$ cat src/hdl/rtab_pkg.sv
// Replay table package with table sizes, stored request and dependency types
`default_nettype none

package rtab_pkg;

    // Table depth, kept a power of two so pointers wrap naturally
    localparam int RTAB_ENTRIES = 4;
    localparam int PTR_W        = $clog2(RTAB_ENTRIES);

    // Cache-line index and requester tag widths
    localparam int NLINE_W = 8;
    localparam int ID_W    = 8;

    // Entry index
    typedef logic [PTR_W-1:0] rtab_ptr_t;

    // One bit per entry
    typedef logic [RTAB_ENTRIES-1:0] rtab_bv_t;

    // Cache-line index
    typedef logic [NLINE_W-1:0] rtab_nline_t;

    // Stored request, line index in the upper byte
    typedef struct packed {
        rtab_nline_t     nline;
        logic [ID_W-1:0] id;
    } rtab_req_t;

    // Pending dependencies of one entry
    //   mshr_hit   : waits for the refill of its own line
    //   mshr_ready : waits for the miss handler to accept a new miss
    typedef struct packed {
        logic mshr_hit;
        logic mshr_ready;
    } rtab_deps_t;

endpackage

`default_nettype wire

$ cat src/hdl/rtab_store.sv
// Replay table entry store with list links, dependency bits and line matching
`timescale 1ns/1ps
`default_nettype none

module rtab_store #(
    // Payload must carry an nline field for line matching
    parameter type payload_t = rtab_pkg::rtab_req_t
) (
    input  logic                                             clk_i,
    input  logic                                             rst_ni,
    input  logic                                             cfg_single_entry_i,
    input  rtab_pkg::rtab_nline_t                            check_nline_i,
    output logic                                             check_hit_o,
    input  logic                                             alloc_i,
    input  logic                                             alloc_link_i,
    input  payload_t                                         alloc_req_i,
    input  rtab_pkg::rtab_deps_t                             alloc_deps_i,
    input  logic                                             refill_i,
    input  rtab_pkg::rtab_nline_t                            refill_nline_i,
    input  logic                                             miss_ready_i,
    input  rtab_pkg::rtab_bv_t                               try_bv_i,
    input  logic                                             commit_i,
    input  rtab_pkg::rtab_ptr_t                              commit_ptr_i,
    input  logic                                             rback_i,
    input  rtab_pkg::rtab_ptr_t                              rback_ptr_i,
    input  rtab_pkg::rtab_deps_t                             rback_deps_i,
    output rtab_pkg::rtab_bv_t                               ready_o,
    output rtab_pkg::rtab_bv_t                               tail_o,
    output rtab_pkg::rtab_ptr_t [rtab_pkg::RTAB_ENTRIES-1:0] next_o,
    output payload_t [rtab_pkg::RTAB_ENTRIES-1:0]            req_o,
    output logic                                             full_o,
    output logic                                             empty_o
);
    import rtab_pkg::*;

    // Payload and link storage
    payload_t   [RTAB_ENTRIES-1:0] req_q;
    rtab_ptr_t  [RTAB_ENTRIES-1:0] next_q;
    rtab_deps_t [RTAB_ENTRIES-1:0] deps_q;

    // Per-entry control state
    rtab_bv_t valid_q, head_q, tail_q;

    rtab_bv_t  free_bv, alloc_set, nodeps;
    rtab_bv_t  check_hit, tail_hit, refill_hit;
    rtab_bv_t  commit_bv, rback_bv, succ_head_set;
    rtab_ptr_t free_ptr;
    logic      alloc, new_head;

    assign alloc     = alloc_i | alloc_link_i;
    assign alloc_set = free_bv & {RTAB_ENTRIES{alloc}};

    // Lowest free entry, one-hot and as an index
    always_comb begin : free_pick
        free_bv  = '0;
        free_ptr = '0;
        for (int i = RTAB_ENTRIES - 1; i >= 0; i--) begin
            if (!valid_q[i]) begin
                free_bv    = '0;
                free_bv[i] = 1'b1;
                free_ptr   = rtab_ptr_t'(i);
            end
        end
    end

    // Line compares, pointer decodes and the successor of a committed entry
    always_comb begin : match_comb
        succ_head_set = '0;
        for (int i = 0; i < RTAB_ENTRIES; i++) begin
            nodeps[i]     = ~|deps_q[i];
            check_hit[i]  = valid_q[i] && (req_q[i].nline == check_nline_i);
            refill_hit[i] = refill_i && valid_q[i] && (req_q[i].nline == refill_nline_i);
            commit_bv[i]  = commit_i && (commit_ptr_i == rtab_ptr_t'(i));
            rback_bv[i]   = rback_i && (rback_ptr_i == rtab_ptr_t'(i));
        end
        // Successor becomes a head if the walker did not take it already
        for (int i = 0; i < RTAB_ENTRIES; i++) begin
            if (commit_bv[i] && !tail_q[i]) begin
                succ_head_set[next_q[i]] = 1'b1;
            end
        end
    end

    assign tail_hit = check_hit & tail_q;

    // Linking behind a tail that leaves this cycle starts a fresh list
    assign new_head = alloc_i | (alloc_link_i & |(tail_hit & commit_bv));

    assign check_hit_o = |check_hit;
    assign ready_o     = valid_q & head_q & nodeps;
    assign tail_o      = tail_q;
    assign next_o      = next_q;
    assign req_o       = req_q;
    assign empty_o     = ~|valid_q;
    assign full_o      = (&valid_q) | (cfg_single_entry_i & |valid_q);

    always_ff @(posedge clk_i or negedge rst_ni) begin : ctrl_ff
        if (!rst_ni) begin
            valid_q <= '0;
            head_q  <= '0;
            tail_q  <= '0;
            deps_q  <= '0;
        end else begin
            valid_q <= (valid_q | alloc_set) & ~commit_bv;
            // Try takes the head away, rollback gives it back
            head_q  <= (head_q & ~try_bv_i & ~commit_bv & ~alloc_set)
                     | (alloc_set & {RTAB_ENTRIES{new_head}})
                     | (succ_head_set & ~try_bv_i)
                     | rback_bv;
            // Old tail of the line hands the tail bit to the new entry
            tail_q  <= (tail_q & ~(tail_hit & {RTAB_ENTRIES{alloc_link_i}}) & ~commit_bv)
                     | alloc_set;
            for (int i = 0; i < RTAB_ENTRIES; i++) begin
                if (alloc_set[i]) begin
                    deps_q[i] <= alloc_deps_i;
                end else if (rback_bv[i]) begin
                    deps_q[i] <= rback_deps_i;
                end else begin
                    if (refill_hit[i]) deps_q[i].mshr_hit <= 1'b0;
                    if (miss_ready_i) deps_q[i].mshr_ready <= 1'b0;
                end
            end
        end
    end

    // Payload written at allocation, next pointer at link time
    always_ff @(posedge clk_i) begin : data_ff
        for (int i = 0; i < RTAB_ENTRIES; i++) begin
            if (alloc_set[i]) begin
                req_q[i] <= alloc_req_i;
            end
            if (alloc_link_i && tail_hit[i]) begin
                next_q[i] <= free_ptr;
            end
        end
    end

    a_one_tail: assert property (@(posedge clk_i) disable iff (!rst_ni)
        alloc_link_i |-> $onehot(tail_hit));
    a_no_alloc_full: assert property (@(posedge clk_i) disable iff (!rst_ni)
        alloc |-> !full_o);
    a_no_link_single: assert property (@(posedge clk_i) disable iff (!rst_ni)
        alloc_link_i |-> !cfg_single_entry_i);
    a_pop_valid_entry: assert property (@(posedge clk_i) disable iff (!rst_ni)
        (commit_i |-> valid_q[commit_ptr_i]) and (rback_i |-> valid_q[rback_ptr_i]));

endmodule

`default_nettype wire

$ cat config.mk
export PLATFORM = sky130hd
export DESIGN_NAME = rtab_store
export DESIGN_NICKNAME = d
export VERILOG_FILES = /design/src/hdl/rtab_pkg.sv /design/src/hdl/rtab_store.sv
export SDC_FILE = /design/constraint.sdc
export NUM_CORES = 1
export LEC_CHECK = 0
export BUFFER_PORTS_ARGS = -buffer_cell sky130_fd_sc_hd__buf_2
export CAP_MARGIN = 25
export CORE_MARGIN = 2
export CORE_UTILIZATION = 40
export DETAILED_ROUTE_END_ITERATION = 7
export HOLD_SLACK_MARGIN = 0.12
export PLACE_DENSITY = 0.71
export SETUP_SLACK_MARGIN = 0.3
export SLEW_MARGIN = 20
export SYNTH_ARGS = -nofsm -noshare
export SYNTH_HDL_FRONTEND = slang
export SYNTH_SLANG_ARGS = --single-unit
$ cat constraint.sdc
create_clock -name clk_i -period 1.6 [get_ports clk_i]
set_input_delay 0.32 -clock clk_i [delete_from_list [all_inputs] [get_ports clk_i]]
set_output_delay 0.32 -clock clk_i [all_outputs]
set_load 0.02 [all_outputs]
==> qor.csv <==
stage;metric;value;unit
clock_network;worstSkewPairLatency;0.37;ns
placed_design;place_hpwl;9910;um
synth;synth_edf_count;72;
setup_path;critical_path_required;1.28;ns
synth;yosysSeqAreaShare;0.624;
sta;fin_crit;2.28;ns
power;ir_drop;0.765;mV
grt;grt_pass1_vias;3878;
setup_path;critPathBufInv;2;
grt;grt_first_pass_wirelength;21400;um
floorplanning;die-area;0.0115;mm^2
final_layout;final_area;0.00719;mm^2
clock_network;ctsHtreeMaxLevel;3;
worst_hold_path;hp-class;primary input to register;
synth;yosysMostFrequentCell;edfxtp_1;
placed_design;pre_cts_ws;-0.400;ns
drt;num_vias;3836;
grt;grtUsageTotal;0.251;
setup_path;slowest_delay;0.49;ns
sta;setup_ws;-0.681;ns
synth;synth_commonest_cells;edfxtp_1 (72), xnor2_1 (39), nand2_1 (26);
synth;synthArstFlopShare;0.217;
drt;wl;15000;um
setup_path;arrival;1.96;ns
synth;avgSynthCellArea;13.0;um^2
final_layout;fill_cells;693;
synth;synth_area;0.00427;mm^2
floorplanning;die_w;107;um
synth;ys.flop_type;edfxtp_1;
sta;worst_pin_slew;0.486;ns
drt;drt_pass1_iterations;5;
sta;drv_slew;0;
drt;drtAntennaViolNets;0;
floorplanning;initial_utilization;0.413;
synth;synth.top_cell.area_share;0.507;
setup_path;critical_path_class;register to output pin;
setup_path;end_kind;output pin;
synth;synth_cell_type_count;44;
power;p_leak;2.98;nW
clock_network;clockRootBuffer;clkbuf_8;
setup_path;start_kind;register;
final_layout;final_nets;635;
outcome;status;complete, but fails checks;
clock_network;clkTransAtPathRegs;0.09;ns
setup_path;worstPathCellList;buf_6, xnor2_2, nand4_1, nor3_2, or4_4, buf_6;
sta;fin_tns_setup;-10.39;ns
synth;yosysWarningCount;0;
outcome;violations;negative setup slack;
floorplanning;die_h;107;um
clock_network;numCtsBuffers;9;
synth;synth_area_leaders;edfxtp_1 (51%), dfrtp_1 (12%), xnor2_1 (8.0%);
clock_network;clk_path_buf_depth;2;
power;power_density;943;mW/mm^2
final_layout;utilization;0.696;
placed_design;routabilityCongestion;0.926;
sta;rsz0062_at_grt;true;
final_layout;area_growth;68.5;%
sta;fin_worst_skew;0.00922;ns
synth;ys_seq_elements;92;
final_layout;instances_no_fill;724;
setup_path;crit_family;simple AND/OR/NAND/NOR gates;
synth;syn_inst;329;
setup_path;crit_path_max_fanout;2;
sta;clock.fmax;0.438;GHz
synth;synth_nets;382;
clock_network;cts_sinks;92;
sta;relSlewSlack;0.676;
floorplanning;coreArea;0.0103;mm^2
placed_design;placed_cell_area;0.00570;mm^2
placed_design;numPlacedInstances;661;
sta;setup_violations;42;
sta;report.final.hold_viol_count;0;
drt;drtIter0Drc;261;
final_layout;drive_gt1_frac;0.591;
drt;viasPerCell;5.30;
grt;antenna_found_initial;1;
setup_path;crit_slowest_cell;or4_4;
drt;post_drt_wl_per_cell;20.8;um
placed_design;io_buffer_count;135;
sta;fin_crit_sh;1.43;
grt;grt_max_degree;21;
floorplanning;rows;37;
flow_run;cap_violations;0;
drt;drc;0;
floorplanning;ios;136;
grt;grt-ovfl-total;0;
clock_network;cts_tree;yes;
synth;yosys.area.top_type;edfxtp_1;
setup_path;cpMostUsedCell;buf_6;
cells by family (layout without fill, tap and decap cells):
group | after synthesis | count (layout) | share of synthesized area
other | 0 | 1 | 0
AO/OA/AOI/OAI | 43 | 43 | 0.0722
flip-flops | 92 | 92 | 0.624
multiplexers | 2 | 2 | 0.00528
XOR/XNOR | 64 | 64 | 0.138
buffers and inverters | 19 | 277 | 0.0243
AND/OR/NAND/NOR | 109 | 109 | 0.136
layout by cell type, fill, tap and decap left out, types with 6 or more instances in the layout:
cell type	instances
buf_4	56
nand2_1	19
a21oi_1	6
xnor2_1	21
nor2_1	14
xnor2_2	21
nand3_1	8
clkbuf_8	10
xor2_1	21
nand4_1	10
dfrtp_1	15
o21ai_1	8
edfxtp_1	72
buf_2	84
a31oi_1	7
nor3b_1	6
buf_6	105
layout make-up:
type                    instances  area [um^2]  share of cell area
clock buffers                  11          141              0.0197
multi-input cells             218         1890               0.263
well taps                     136          170              0.0237
clock inverters                 5         82.6              0.0115
flip-flops and latches         92         2670               0.371
inverters                       8         43.8             0.00609
repair buffers                253         2190               0.304
diodes                          1         2.50            0.000348
where the power goes:
| part | internal, mW | switching [mW] |
|---|---|---|
| logic | 1.01 | 0.985 |
| clock network | 0.929 | 0.830 |
| registers | 2.83 | 0.185 |
| total | 4.78 | 2.00 |
repair_timing:
item | 4_1_cts | 5_1_grt
cloned | 2 | 0
hold buffers | 1 | 0
setup buffers | 29 | 14
setup endpoints to repair | 139 | 148
pin swaps | 11 | 17
hold endpoints to repair | 20 | 0
resized for setup | 158 | 66
per-stage QoR:
| stage | hold WS, ns | power (mW) |
|---|---|---|
| 2_1_floorplan | 0.0244 | 3.72 |
| 3_3_place_gp | 0.296 | 4.36 |
| 3_5_place_dp | 0.297 | 4.40 |
| 4_1_cts | 0.157 | 6.50 |
| 5_1_grt | 0.161 | 6.98 |
| 6_report | 0.162 | 6.78 |
worst reg2reg max path: stages (launching register included):
cell,delay [ns]
edfxtp_1,0.43
buf_6,0.15
xnor2_2,0.14
nand4_1,0.17
buf_4,0.19
buf_6,0.11
buf_6,0.10
buf_6,0.10
buf_6,0.11
nor4_4,0.28
a311oi_2,0.08
o221a_4,0.16
o21ai_2,0.14
flip-flops by register name (all words and copies together), names as in the netlist:
name	count
deps_q	8
tail_o	4
head_q	4
next_o	8
valid_q	4
req_o	64
layer usage:
metal | track usage | wire, um
met4 | 0.0826 | 397
met5 | 0 | 0
met1 | 0.315 | 5840
met2 | 0.423 | 7550
met3 | 0.0636 | 1240
path summary, 6_finish.rpt:
path                            slack, ns  cells after the start                  start               endpoint
worst max-delay path                -0.68                      6    req_o[13]$_DFFE_PP_            check_hit_o
worst min-delay path                 0.16                      1         alloc_req_i[4]    req_o[52]$_DFFE_PP_
worst max register to register      -0.64                     12    req_o[43]$_DFFE_PP_    head_q[1]$_DFF_PN0_
worst min register to register       0.62                      2  deps_q[7]$_DFFE_PN0P_  deps_q[7]$_DFFE_PN0P_
max in group asynchronous            0.80                      2                 rst_ni    tail_o[3]$_DFF_PN0_
min in group asynchronous            0.44                      2                 rst_ni   valid_q[1]$_DFF_PN0_
(Power assumes the default switching activity.)
