## config.mk

```make
export PLATFORM = sky130hd
export DESIGN_NAME = rtab_pop_ctrl
export DESIGN_NICKNAME = d
export VERILOG_FILES = /design/src/hdl/rtab_pkg.sv /design/src/hdl/rtab_pop_ctrl.sv
export SDC_FILE = /design/constraint.sdc
export NUM_CORES = 1
export LEC_CHECK = 0
export BUFFER_PORTS_ARGS = -buffer_cell sky130_fd_sc_hd__buf_2
export CORE_UTILIZATION = 40
export CTS_BUF_LIST = sky130_fd_sc_hd__clkbuf_16
export CTS_CLUSTER_DIAMETER = 40
export CTS_CLUSTER_SIZE = 16
export DETAILED_ROUTE_END_ITERATION = 12
export PLACE_DENSITY_LB_ADDON = 0.3
export SYNTH_ARGS = -nofsm -noshare
export SYNTH_HDL_FRONTEND = slang
export SYNTH_SLANG_ARGS = --single-unit
```

## constraint.sdc

```tcl
create_clock -name clk_i -period 2.8 [get_ports clk_i]
set_input_delay 0.14 -clock clk_i [delete_from_list [all_inputs] [get_ports clk_i]]
set_output_delay 0.14 -clock clk_i [all_outputs]
set_load 0.02 [all_outputs]
```

## src/hdl/rtab_pkg.sv

```systemverilog
// Replay table package with table sizes, stored request and dependency types
`default_nettype none

package rtab_pkg;

    // Table depth, kept a power of two so pointers wrap naturally
    localparam int RTAB_ENTRIES = 4;
    localparam int PTR_W        = $clog2(RTAB_ENTRIES);

    // Cache-line index and requester tag widths
    localparam int NLINE_W = 8;
    localparam int ID_W    = 8;

    // Entry index
    typedef logic [PTR_W-1:0] rtab_ptr_t;

    // One bit per entry
    typedef logic [RTAB_ENTRIES-1:0] rtab_bv_t;

    // Cache-line index
    typedef logic [NLINE_W-1:0] rtab_nline_t;

    // Stored request, line index in the upper byte
    typedef struct packed {
        rtab_nline_t     nline;
        logic [ID_W-1:0] id;
    } rtab_req_t;

    // Pending dependencies of one entry
    //   mshr_hit   : waits for the refill of its own line
    //   mshr_ready : waits for the miss handler to accept a new miss
    typedef struct packed {
        logic mshr_hit;
        logic mshr_ready;
    } rtab_deps_t;

endpackage

`default_nettype wire

```

## src/hdl/rtab_pop_ctrl.sv

```systemverilog
// Pop controller FSM that offers list heads and walks each list in order
`timescale 1ns/1ps
`default_nettype none

module rtab_pop_ctrl (
    input  logic                                             clk_i,
    input  logic                                             rst_ni,
    input  rtab_pkg::rtab_bv_t                               gnt_i,
    input  rtab_pkg::rtab_bv_t                               ready_i,
    input  rtab_pkg::rtab_bv_t                               tail_i,
    input  rtab_pkg::rtab_ptr_t [rtab_pkg::RTAB_ENTRIES-1:0] next_i,
    input  logic                                             pop_try_i,
    input  logic                                             pop_rback_i,
    output logic                                             arb_ready_o,
    output logic                                             pop_valid_o,
    output rtab_pkg::rtab_bv_t                               pop_sel_o,
    output rtab_pkg::rtab_ptr_t                              pop_ptr_o
);
    import rtab_pkg::*;

    // Head choice, successor offer, successor held under back-pressure
    typedef enum logic [1:0] {
        POP_HEAD,
        POP_NEXT,
        POP_WAIT
    } pop_state_e;

    pop_state_e state_q, state_d;
    rtab_bv_t   next_q, next_d;
    rtab_bv_t   succ_bv;
    logic       sel_tail;

    // Heads come from the arbiter, list members from the saved successor
    assign pop_sel_o   = (state_q == POP_HEAD) ? gnt_i : next_q;
    assign pop_valid_o = (state_q == POP_HEAD) ? |ready_i : 1'b1;
    assign sel_tail    = |(pop_sel_o & tail_i);

    // Offered index and its successor as a one-hot vector
    always_comb begin : ptr_comb
        pop_ptr_o = '0;
        for (int i = 0; i < RTAB_ENTRIES; i++) begin
            if (pop_sel_o[i]) pop_ptr_o = rtab_ptr_t'(i);
        end
        for (int i = 0; i < RTAB_ENTRIES; i++) begin
            succ_bv[i] = (next_i[pop_ptr_o] == rtab_ptr_t'(i));
        end
    end

    always_comb begin : fsm_comb
        state_d     = state_q;
        next_d      = next_q;
        arb_ready_o = 1'b0;
        case (state_q)
            POP_HEAD: begin
                if (pop_try_i && pop_valid_o && !pop_rback_i) begin
                    arb_ready_o = 1'b1;
                    if (!sel_tail) begin
                        state_d = POP_NEXT;
                        next_d  = succ_bv;
                    end
                end
            end
            POP_NEXT, POP_WAIT: begin
                if (pop_rback_i) begin
                    // Predecessor went back, its list restarts from the head
                    state_d = POP_HEAD;
                end else if (pop_try_i) begin
                    state_d = sel_tail ? POP_HEAD : POP_NEXT;
                    if (!sel_tail) next_d = succ_bv;
                end else begin
                    state_d = POP_WAIT;
                end
            end
            default: state_d = POP_HEAD;
        endcase
    end

    always_ff @(posedge clk_i or negedge rst_ni) begin : fsm_ff
        if (!rst_ni) begin
            state_q <= POP_HEAD;
            next_q  <= '0;
        end else begin
            state_q <= state_d;
            next_q  <= next_d;
        end
    end

    // Rollback only answers the try of the previous cycle
    a_rback_after_try: assert property (@(posedge clk_i) disable iff (!rst_ni)
        pop_rback_i |-> $past(pop_try_i));

endmodule

`default_nettype wire

```

==> results of run 1 <==
[cells in the mapped netlist]
master / count / share of area, %
a21oi_1: 2 / 1.8
a222oi_1: 1 / 1.8
a31o_1: 1 / 1.6
a31o_2: 4 / 6.4
a32o_2: 1 / 2.1
buf_6: 1 / 2.1
dfrtp_1: 6 / 28
ha_1: 2 / 4.6
inv_1: 6 / 4.1
inv_2: 2 / 1.4
mux2_2: 1 / 2.1
mux2_4: 1 / 2.8
mux2i_1: 2 / 3.7
mux2i_2: 1 / 2.5
mux2i_4: 1 / 4.1
nand2_1: 4 / 2.8
nand2b_1: 2 / 2.3
nand3_1: 4 / 3.7
nand3_2: 1 / 1.8
nor2_1: 2 / 1.4
nor3b_1: 2 / 2.8
nor4_1: 1 / 1.1
o211a_1: 2 / 3.7
o211ai_1: 3 / 4.1
o21ai_0: 1 / 0.92
o31ai_1: 4 / 5.5
or2b_1: 1 / 1.4
[worst paths after layout]
check,from,end,slack (ns)
max,state_q[0]$_DFFE_PN0P_,state_q[1]$_DFFE_PN0P_,0.36
min,rst_ni,next_q[3]$_DFFE_PN0P_,0.27
max reg2reg,state_q[0]$_DFFE_PN0P_,state_q[1]$_DFFE_PN0P_,0.36
min reg2reg,state_q[1]$_DFFE_PN0P_,state_q[1]$_DFFE_PN0P_,0.56
max in group asynchronous,rst_ni,state_q[1]$_DFFE_PN0P_,2.39
min in group clk_i,pop_rback_i,state_q[1]$_DFFE_PN0P_,0.28
[cell type report]
class	instances	area (um2)	area share, %
clock buffers	3	75.1	9.39
inverters	8	30.0	3.76
multi-input cells	44	354	44.3
flip-flops and latches	6	150	18.8
well taps	14	17.5	2.19
repair buffers	33	173	21.6
[critical path: stages (launching register included)]
cell      delay, ns
dfrtp_1        0.39
inv_1          0.07
ha_1           0.48
mux2i_2        0.39
inv_2          0.10
a222oi_1       0.29
buf_4          0.21
nand3_1        0.10
a32o_2         0.29
[placed cells by master (no fill, tap or decap), types with 2 or more instances in the layout]
cell type and n:
o31ai_1 4, nand3_1 4, buf_2 31, inv_2 2, clkbuf_16 3, dfrtp_1 6
mux2i_1 2, nand2_1 4, nand2b_1 2, o211a_1 2, inv_1 6, nor2_1 2
ha_1 2, o211ai_1 3, a21oi_1 2, a31o_2 4, nor3b_1 2
[metrics by stage]
step	utilization (%)	total power, uW
6_report	67.4	860
5_1_grt	67.4	918
4_1_cts	67.4	865
3_5_place_dp	60.2	631
3_3_place_gp	60.2	621
2_1_floorplan	-	523
[power breakdown]
| group | switching [uW] | internal, uW | total (uW) |
|---|---|---|---|
| clock | 44.8 | 183 | 228 |
| sequential | 24.6 | 121 | 145 |
| combinational | 275 | 212 | 487 |
[sequential cells by signal, summed over array words and instances (netlist names)]
register  flops
state_q       2
next_q        4
[cell families after synthesis]
family | after synthesis
muxes | 6
and+or+nand+nor | 17
adders and majority gates | 2
buffers and inverters | 9
AOI/OAI and AO/OA | 19
DFF | 6
[layer usage]
metal / global-route usage, % / routed length (um) / vias up
met5: 0 / 0 / -
met3: 3.47 / 59 / 3
met4: 12.9 / 24 / 0
li1: - / - / 296
met2: 27.9 / 624 / 23
met1: 23.0 / 615 / 258
==> flow_summary.json, run 1 <==
{
  "clk_pin_slew_ns": 0.03,
  "place_area_um2": 714,
  "num_vias": 580,
  "post-place-ws_ns": 0.353,
  "io_pins": 32,
  "port_buffers": 31,
  "p_leak_uw": 0.000408,
  "cts.htree.levels": 1,
  "grt_pass1_vias": 437,
  "hold_ws_ns": 0.269,
  "drv_cap": 0,
  "finalCritPeriodShare_pct": 87.0,
  "fp-row-count": 12,
  "critical_path_class": "reg -> reg",
  "finalSetupTns_ns": 0,
  "fin_ws_ns": 0.363,
  "status": "completed",
  "grt_overflow_total": 0,
  "synthMuxAreaShare_pct": 15.1,
  "globalplace.congestion": 0.695,
  "max_freq_mhz": 410,
  "ff2ff_path_depth": 8,
  "design_area_um2": 800,
  "drv_slew": 0,
  "post-route-drc-count": 0,
  "grt_setup_unrepaired": "false",
  "worstPathMaxFanout": 12,
  "arrival_ns": 2.55,
  "yosysWarnings": 0,
  "drtAntennaViolNets": 0,
  "synth_top_family_by_area": "compound AO/OA/AOI/OAI gates",
  "coreArea_mm2": 0.00119,
  "area_growth_pct": 46.6,
  "p_per_area_mw_per_mm2": 1080,
  "cp.required_ns": 2.91,
  "yosysUniqueCellTypes": 27,
  "n_antenna_cell": 0,
  "cts_sinks": 6,
  "syn_nets": 85,
  "worst_pin_slew_ns": 0.573,
  "dr.pass1.iters": 4,
  "ctsHoldBuffers": 1,
  "synth_area_per_cell_um2": 9.25,
  "clockBufferDepth": 2,
  "viasPerCell": 5.37,
  "netlist_area_um2": 546,
  "start_util_pct": 46.0,
  "wl_per_cell_um": 12.3,
  "nets": 122,
  "synth_seq_cells": 6,
  "antenna_found_initial": 0,
  "finClkSkew_ns": 0.00286,
  "die_y_um": 38.9,
  "hp-class": "in -> async",
  "dp_cells": 104,
  "cts_buffers": 3,
  "synth_seq_area_share_pct": 27.5,
  "setup.worst_path.end_class": "flop",
  "cts-root-buf": "clkbuf_16",
  "die_w_um": 38.9,
  "clk_latency_ns": 0.23,
  "drt_iter0_drc": 12,
  "track_usage_pct": 18.4,
  "cts_setup_buffers": 0,
  "worst_setup_path_start_kind": "flop",
  "die-area_mm2": 0.00152,
  "grt_pass1_wl_um": 1810,
  "fill_cells": 98,
  "place_hpwl_um": 1080,
  "slew-limit-headroom_pct": 61.8,
  "cts_resized": 0,
  "synthXorXnorAreaFrac_pct": 0,
  "synth_compound_area_share_pct": 28.0,
  "synth_fa_ha_area_share_pct": 4.59,
  "final_hold_viol_count": 0,
  "synth_cells": 59,
  "grt_max_degree": 13,
  "stdcell_count": 108,
  "drive_gt1_share_pct": 50.0,
  "period_needed_ns": 2.44,
  "setup-violations-final": 0,
  "cts_tree": "built",
  "vdd_drop_max_v": 0.000531,
  "yosys.area_share.simple_pct": 17.2,
  "wirelength_um": 1320
}
(Power assumes the default switching activity.)
==> inputs of run 2 (changes only) <==
- clock period: 2.8 -> 2.45 ns (I/O delays scaled with it)
==> run 2 against run 1 <==
  * Design area is 3.4% higher
  * Critical path type unchanged
  * Fmax is 7.2% higher
  * Critical path depth is 1 lower
==> flow_summary.json, run 2 (synthesis results as in run 1) <==
{
  "setup-violations-final": 0,
  "hp-class": "in -> async",
  "worst_setup_path_start_kind": "flop",
  "grt_max_degree": 10,
  "post-route-drc-count": 0,
  "wirelength_um": 1430,
  "p_leak_uw": 0.000419,
  "fp-row-count": 12,
  "nets": 124,
  "place_area_um2": 729,
  "die_w_um": 38.9,
  "viasPerCell": 5.45,
  "period_needed_ns": 2.27,
  "die-area_mm2": 0.00152,
  "critical_path_class": "reg -> reg",
  "cts_tree": "built",
  "slew-limit-headroom_pct": 69.1,
  "drt_iter0_drc": 9,
  "finClkSkew_ns": 0.00269,
  "layout.cells.most_common_list": "buf_2, inv_1, dfrtp_1",
  "critPathMaxStageDelay_ns": 0.40,
  "dp_cells": 106,
  "place_hpwl_um": 1120,
  "cts.htree.levels": 1,
  "port_buffers": 31,
  "dr.pass1.iters": 4,
  "status": "completed",
  "num_vias": 600,
  "wl_per_cell_um": 13.0,
  "worstPathMaxFanout": 8,
  "clk_pin_slew_ns": 0.04,
  "die_y_um": 38.9,
  "antenna_found_initial": 0,
  "stdcell_count": 110,
  "worst_pin_slew_ns": 0.459,
  "arrival_ns": 2.39,
  "drv_slew": 0,
  "grt_overflow_total": 0,
  "area_growth_pct": 51.6,
  "drv_cap": 0,
  "seqCellArea_um2": 150,
  "clk_latency_ns": 0.23,
  "p_per_area_mw_per_mm2": 1240,
  "layout_commonest_cell": "buf_2",
  "cts_buffers": 3,
  "reg_top3": "next_q x4, state_q x2",
  "io_pins": 32,
  "multiInputGateArea_um2": 367,
  "max_freq_mhz": 440,
  "final_hold_viol_count": 0,
  "drtAntennaViolNets": 0,
  "fill_cells": 104,
  "setup.worst_path.end_class": "flop",
  "largest-register": "next_q",
  "cp.required_ns": 2.57,
  "grt_pass1_vias": 536,
  "drive_gt1_share_pct": 52.1,
  "vdd_drop_max_v": 0.000675,
  "cts-root-buf": "clkbuf_16",
  "start_util_pct": 46.0,
  "report.power.total_uw": 1030,
  "track_usage_pct": 22.7,
  "coreArea_mm2": 0.00119,
  "cts_setup_buffers": 0,
  "crit_chain": "inv_1 > ha_1 > mux2_4 > a222oi_1 > buf_4 > nand3_2 > o31ai_1",
  "critPathTopFamily": "compound AO/OA/AOI/OAI gates",
  "n_antenna_cell": 0,
  "cp_slowest_cell": "dfrtp_1",
  "grt_setup_unrepaired": "false",
  "grt_pass1_wl_um": 2240,
  "design_area_um2": 827,
  "crit_buf_inv": 2,
  "finalCritPeriodShare_pct": 92.8,
  "globalplace.congestion": 0.708,
  "clockBufferDepth": 2,
  "cts_sinks": 6,
  "largest_reg_flops": 4,
  "finalSetupTns_ns": 0
}
==> run 2: changes by cell type in the layout (fill, tap and decap cells not counted), sizes merged <==
cell,delta
buf,+2
==> run 2: worst register-to-register path: stages (launching register included) <==
cell and delay (ns):
dfrtp_1 0.40, inv_1 0.06, ha_1 0.34, mux2_4 0.37, a222oi_1 0.34, buf_4 0.22
nand3_2 0.12, o31ai_1 0.32
==> run 2: metal layers <==
metal / part of all wire (%) / global-route usage, % / vias up
li1: - / - / 300
met1: 43 / 27.4 / 275
met2: 50 / 37.5 / 21
met3: 6.0 / 5.20 / 4
met4: 1.1 / 10.3 / 0
met5: 0 / 0 / -
==> run 2: report_power, final <==
group | internal (uW) | total, uW | leakage (uW) | switching [uW]
combinational | 264 | 587 | 0.000303 | 323
sequential | 138 | 171 | 0.0000790 | 33.4
clock | 210 | 269 | 0.0000370 | 58.8
total | 612 | 1030 | 0.000419 | 415
==> run 2: final timing paths <==
path	from	end	slack (ns)	depth (start not counted)
hold / removal	rst_ni	next_q[2]$_DFFE_PN0P_	0.25	2
setup / recovery	state_q[1]$_DFFE_PN0P_	next_q[1]$_DFFE_PN0P_	0.18	7
hold reg to reg	state_q[1]$_DFFE_PN0P_	state_q[1]$_DFFE_PN0P_	0.60	1
setup reg to reg	state_q[1]$_DFFE_PN0P_	next_q[1]$_DFFE_PN0P_	0.18	7
min in group clk_i	pop_rback_i	state_q[1]$_DFFE_PN0P_	0.26	3
max in group asynchronous	rst_ni	state_q[0]$_DFFE_PN0P_	2.06	2
==> run 2: cell type report <==
class | count | area share [%]
Clock buffer | 3 | 9.08
Inverter | 8 | 3.63
Multi-Input combinational cell | 44 | 44.3
Sequential cell | 6 | 18.2
Tap cell | 14 | 2.12
Timing Repair Buffer | 35 | 22.7
==> run 2: through the flow <==
step	setup WS [ns]	utilization (%)	hold WS [ns]
2_1_floorplan	0.0379	-	-0.173
3_3_place_gp	0.241	61.5	-0.0479
6_report	0.176	69.7	0.246
5_1_grt	0.0151	69.7	0.275
3_5_place_dp	0.193	61.5	-0.0442
4_1_cts	0.141	68.7	0.243
==> run 2: repair_timing <==
item | CTS | global route
gates resized for setup | 0 | 2
endpoints found under the setup margin | 0 | 1
hold endpoints to repair | 6 | 0
hold buffers | 1 | 0
==> inputs of run 3 (changes only) <==
- BUFFER_PORTS_ARGS: -buffer_cell sky130_fd_sc_hd__buf_2 -> -buffer_cell sky130_fd_sc_hd__clkbuf_2
- RECOVER_POWER: default -> 50
==> run 3 against run 2 <==
  * Design area down 3.5%
  * Setup slack gained 0.044 ns
  * Clock power down 3%
  * Clock-buffer cell count unchanged
  * Clock skew fell by 0.00094 ns
  * Cell count is the same
  * Critical endpoint is now next_q[3]$_DFFE_PN0P_
  * Worst hold slack got worse by 0.0063 ns
  * Routed wire length down 3.8%
  * Sequential share of layout area is 0.65 points higher
  * Core utilization decreased by 2.4 points
==> flow_summary.json, run 3 (synthesis results as in run 1) <==
{
  "n_antenna_cell": 0,
  "worstPathMaxFanout": 8,
  "critPathMaxStageDelay_ns": 0.41,
  "hold_ws_ns": 0.240,
  "grt_setup_unrepaired": "false",
  "nets": 124,
  "place_hpwl_um": 1150,
  "reg_top3": "next_q x4, state_q x2",
  "largest-register": "next_q",
  "port_buffers": 31,
  "antenna_found_initial": 0,
  "drt_iter0_drc": 9,
  "wirelength_um": 1370,
  "worst_setup_path_start_kind": "flop",
  "setup-violations-final": 0,
  "whs_path_depth": 3,
  "die_y_um": 38.9,
  "vdd_drop_max_v": 0.000850,
  "grt_pass1_wl_um": 1910,
  "period_needed_ns": 2.23,
  "cts-root-buf": "clkbuf_16",
  "wl_per_cell_um": 12.5,
  "setup.worst_path.end_class": "flop",
  "start_util_pct": 46.0,
  "crit_chain": "inv_1 > ha_2 > mux2_1 > a222oi_1 > buf_4 > nand3_2 > o31ai_1",
  "grt_pass1_vias": 473,
  "globalplace.congestion": 0.791,
  "drv_cap": 0,
  "crit_cells": 7,
  "arrival_ns": 2.35,
  "num_vias": 591,
  "worst_pin_slew_ns": 0.479,
  "finClkSkew_ns": 0.00176,
  "p_leak_uw": 0.000415,
  "report.power.total_uw": 978,
  "finalSetupTns_ns": 0,
  "cp.required_ns": 2.57,
  "seqCellArea_um2": 150,
  "max_freq_mhz": 448,
  "coreArea_mm2": 0.00119,
  "cts_buffers": 3,
  "slew-limit-headroom_pct": 67.2,
  "crit_buf_inv": 2,
  "drive_gt1_share_pct": 47.9,
  "fill_cells": 106,
  "grt_overflow_total": 0,
  "clockBufferDepth": 2,
  "finalCritPeriodShare_pct": 91.0,
  "layout.cells.most_common_list": "clkbuf_2, inv_1, dfrtp_1",
  "cts_sinks": 6,
  "largest_reg_flops": 4,
  "critical_path_class": "reg -> reg",
  "ff2ff_path_depth": 7,
  "final_hold_viol_count": 0,
  "cts_setup_buffers": 0,
  "fp-row-count": 12,
  "area_growth_pct": 46.3,
  "status": "completed",
  "clk_latency_ns": 0.23,
  "multiInputGateArea_um2": 340,
  "die_w_um": 38.9,
  "cts.htree.levels": 1,
  "viasPerCell": 5.37,
  "drtAntennaViolNets": 0,
  "stdcell_count": 110,
  "die-area_mm2": 0.00152,
  "cp_slowest_cell": "mux2_1",
  "critPathTopFamily": "compound AO/OA/AOI/OAI gates",
  "hp-class": "in -> reg",
  "dr.pass1.iters": 4,
  "io_pins": 32,
  "p_per_area_mw_per_mm2": 1230,
  "dp_cells": 106,
  "cts_tree": "built",
  "post-place-ws_ns": 0.114,
  "fin_ws_ns": 0.220,
  "post-route-drc-count": 0,
  "track_usage_pct": 20.1,
  "drv_slew": 0,
  "clk_pin_slew_ns": 0.03,
  "grt_max_degree": 9,
  "layout_commonest_cell": "clkbuf_2"
}
run 3: stage by stage:
step | utilization [%] | cell area (um2)
2_1_floorplan | - | 546
3_3_place_gp | 61.5 | 729
3_5_place_dp | 61.5 | 729
4_1_cts | 68.7 | 815
5_1_grt | 67.3 | 798
6_report | 67.3 | 798
run 3: worst paths after layout:
check / slack, ns / from / end
max: 0.22 / state_q[0]$_DFFE_PN0P_ / next_q[3]$_DFFE_PN0P_
min: 0.24 / pop_rback_i / state_q[1]$_DFFE_PN0P_
max reg2reg: 0.22 / state_q[0]$_DFFE_PN0P_ / next_q[3]$_DFFE_PN0P_
min reg2reg: 0.58 / state_q[1]$_DFFE_PN0P_ / state_q[1]$_DFFE_PN0P_
max in group asynchronous: 1.92 / rst_ni / state_q[1]$_DFFE_PN0P_
min in group asynchronous: 0.30 / rst_ni / next_q[2]$_DFFE_PN0P_
run 3: where the power goes:
| group | switching, uW | leakage [uW] | internal (uW) |
|---|---|---|---|
| Clock | 53.1 | 0.0000370 | 209 |
| Combinational | 314 | 0.000299 | 238 |
| Sequential | 26.1 | 0.0000790 | 138 |
run 3: what timing repair did:
item	4_1_cts	5_1_grt
endpoints found under the hold margin	6	0
setup endpoints to repair	0	4
hold buffers	1	0
resized for setup	0	1
run 3: layout make-up:
type	count	share of cell area [%]
timing repair buffer	35	23.2
inverter	8	3.76
sequential	6	18.8
multi-input combinational	44	42.6
clock buffer	3	9.40
tap	14	2.19
run 3: worst reg2reg max path, stage by stage (launching register included):
cell	delay (ns)
dfrtp_1	0.39
inv_1	0.07
ha_2	0.27
mux2_1	0.41
a222oi_1	0.36
buf_4	0.21
nand3_2	0.12
o31ai_1	0.30
run 3: routing by layer:
layer	routed length [um]	share of wire [%]	GRT usage, %
met1	629	46	24.2
met4	36	2.6	18.1
met2	653	48	31.3
met5	0	0	0
met3	54	3.9	1.73
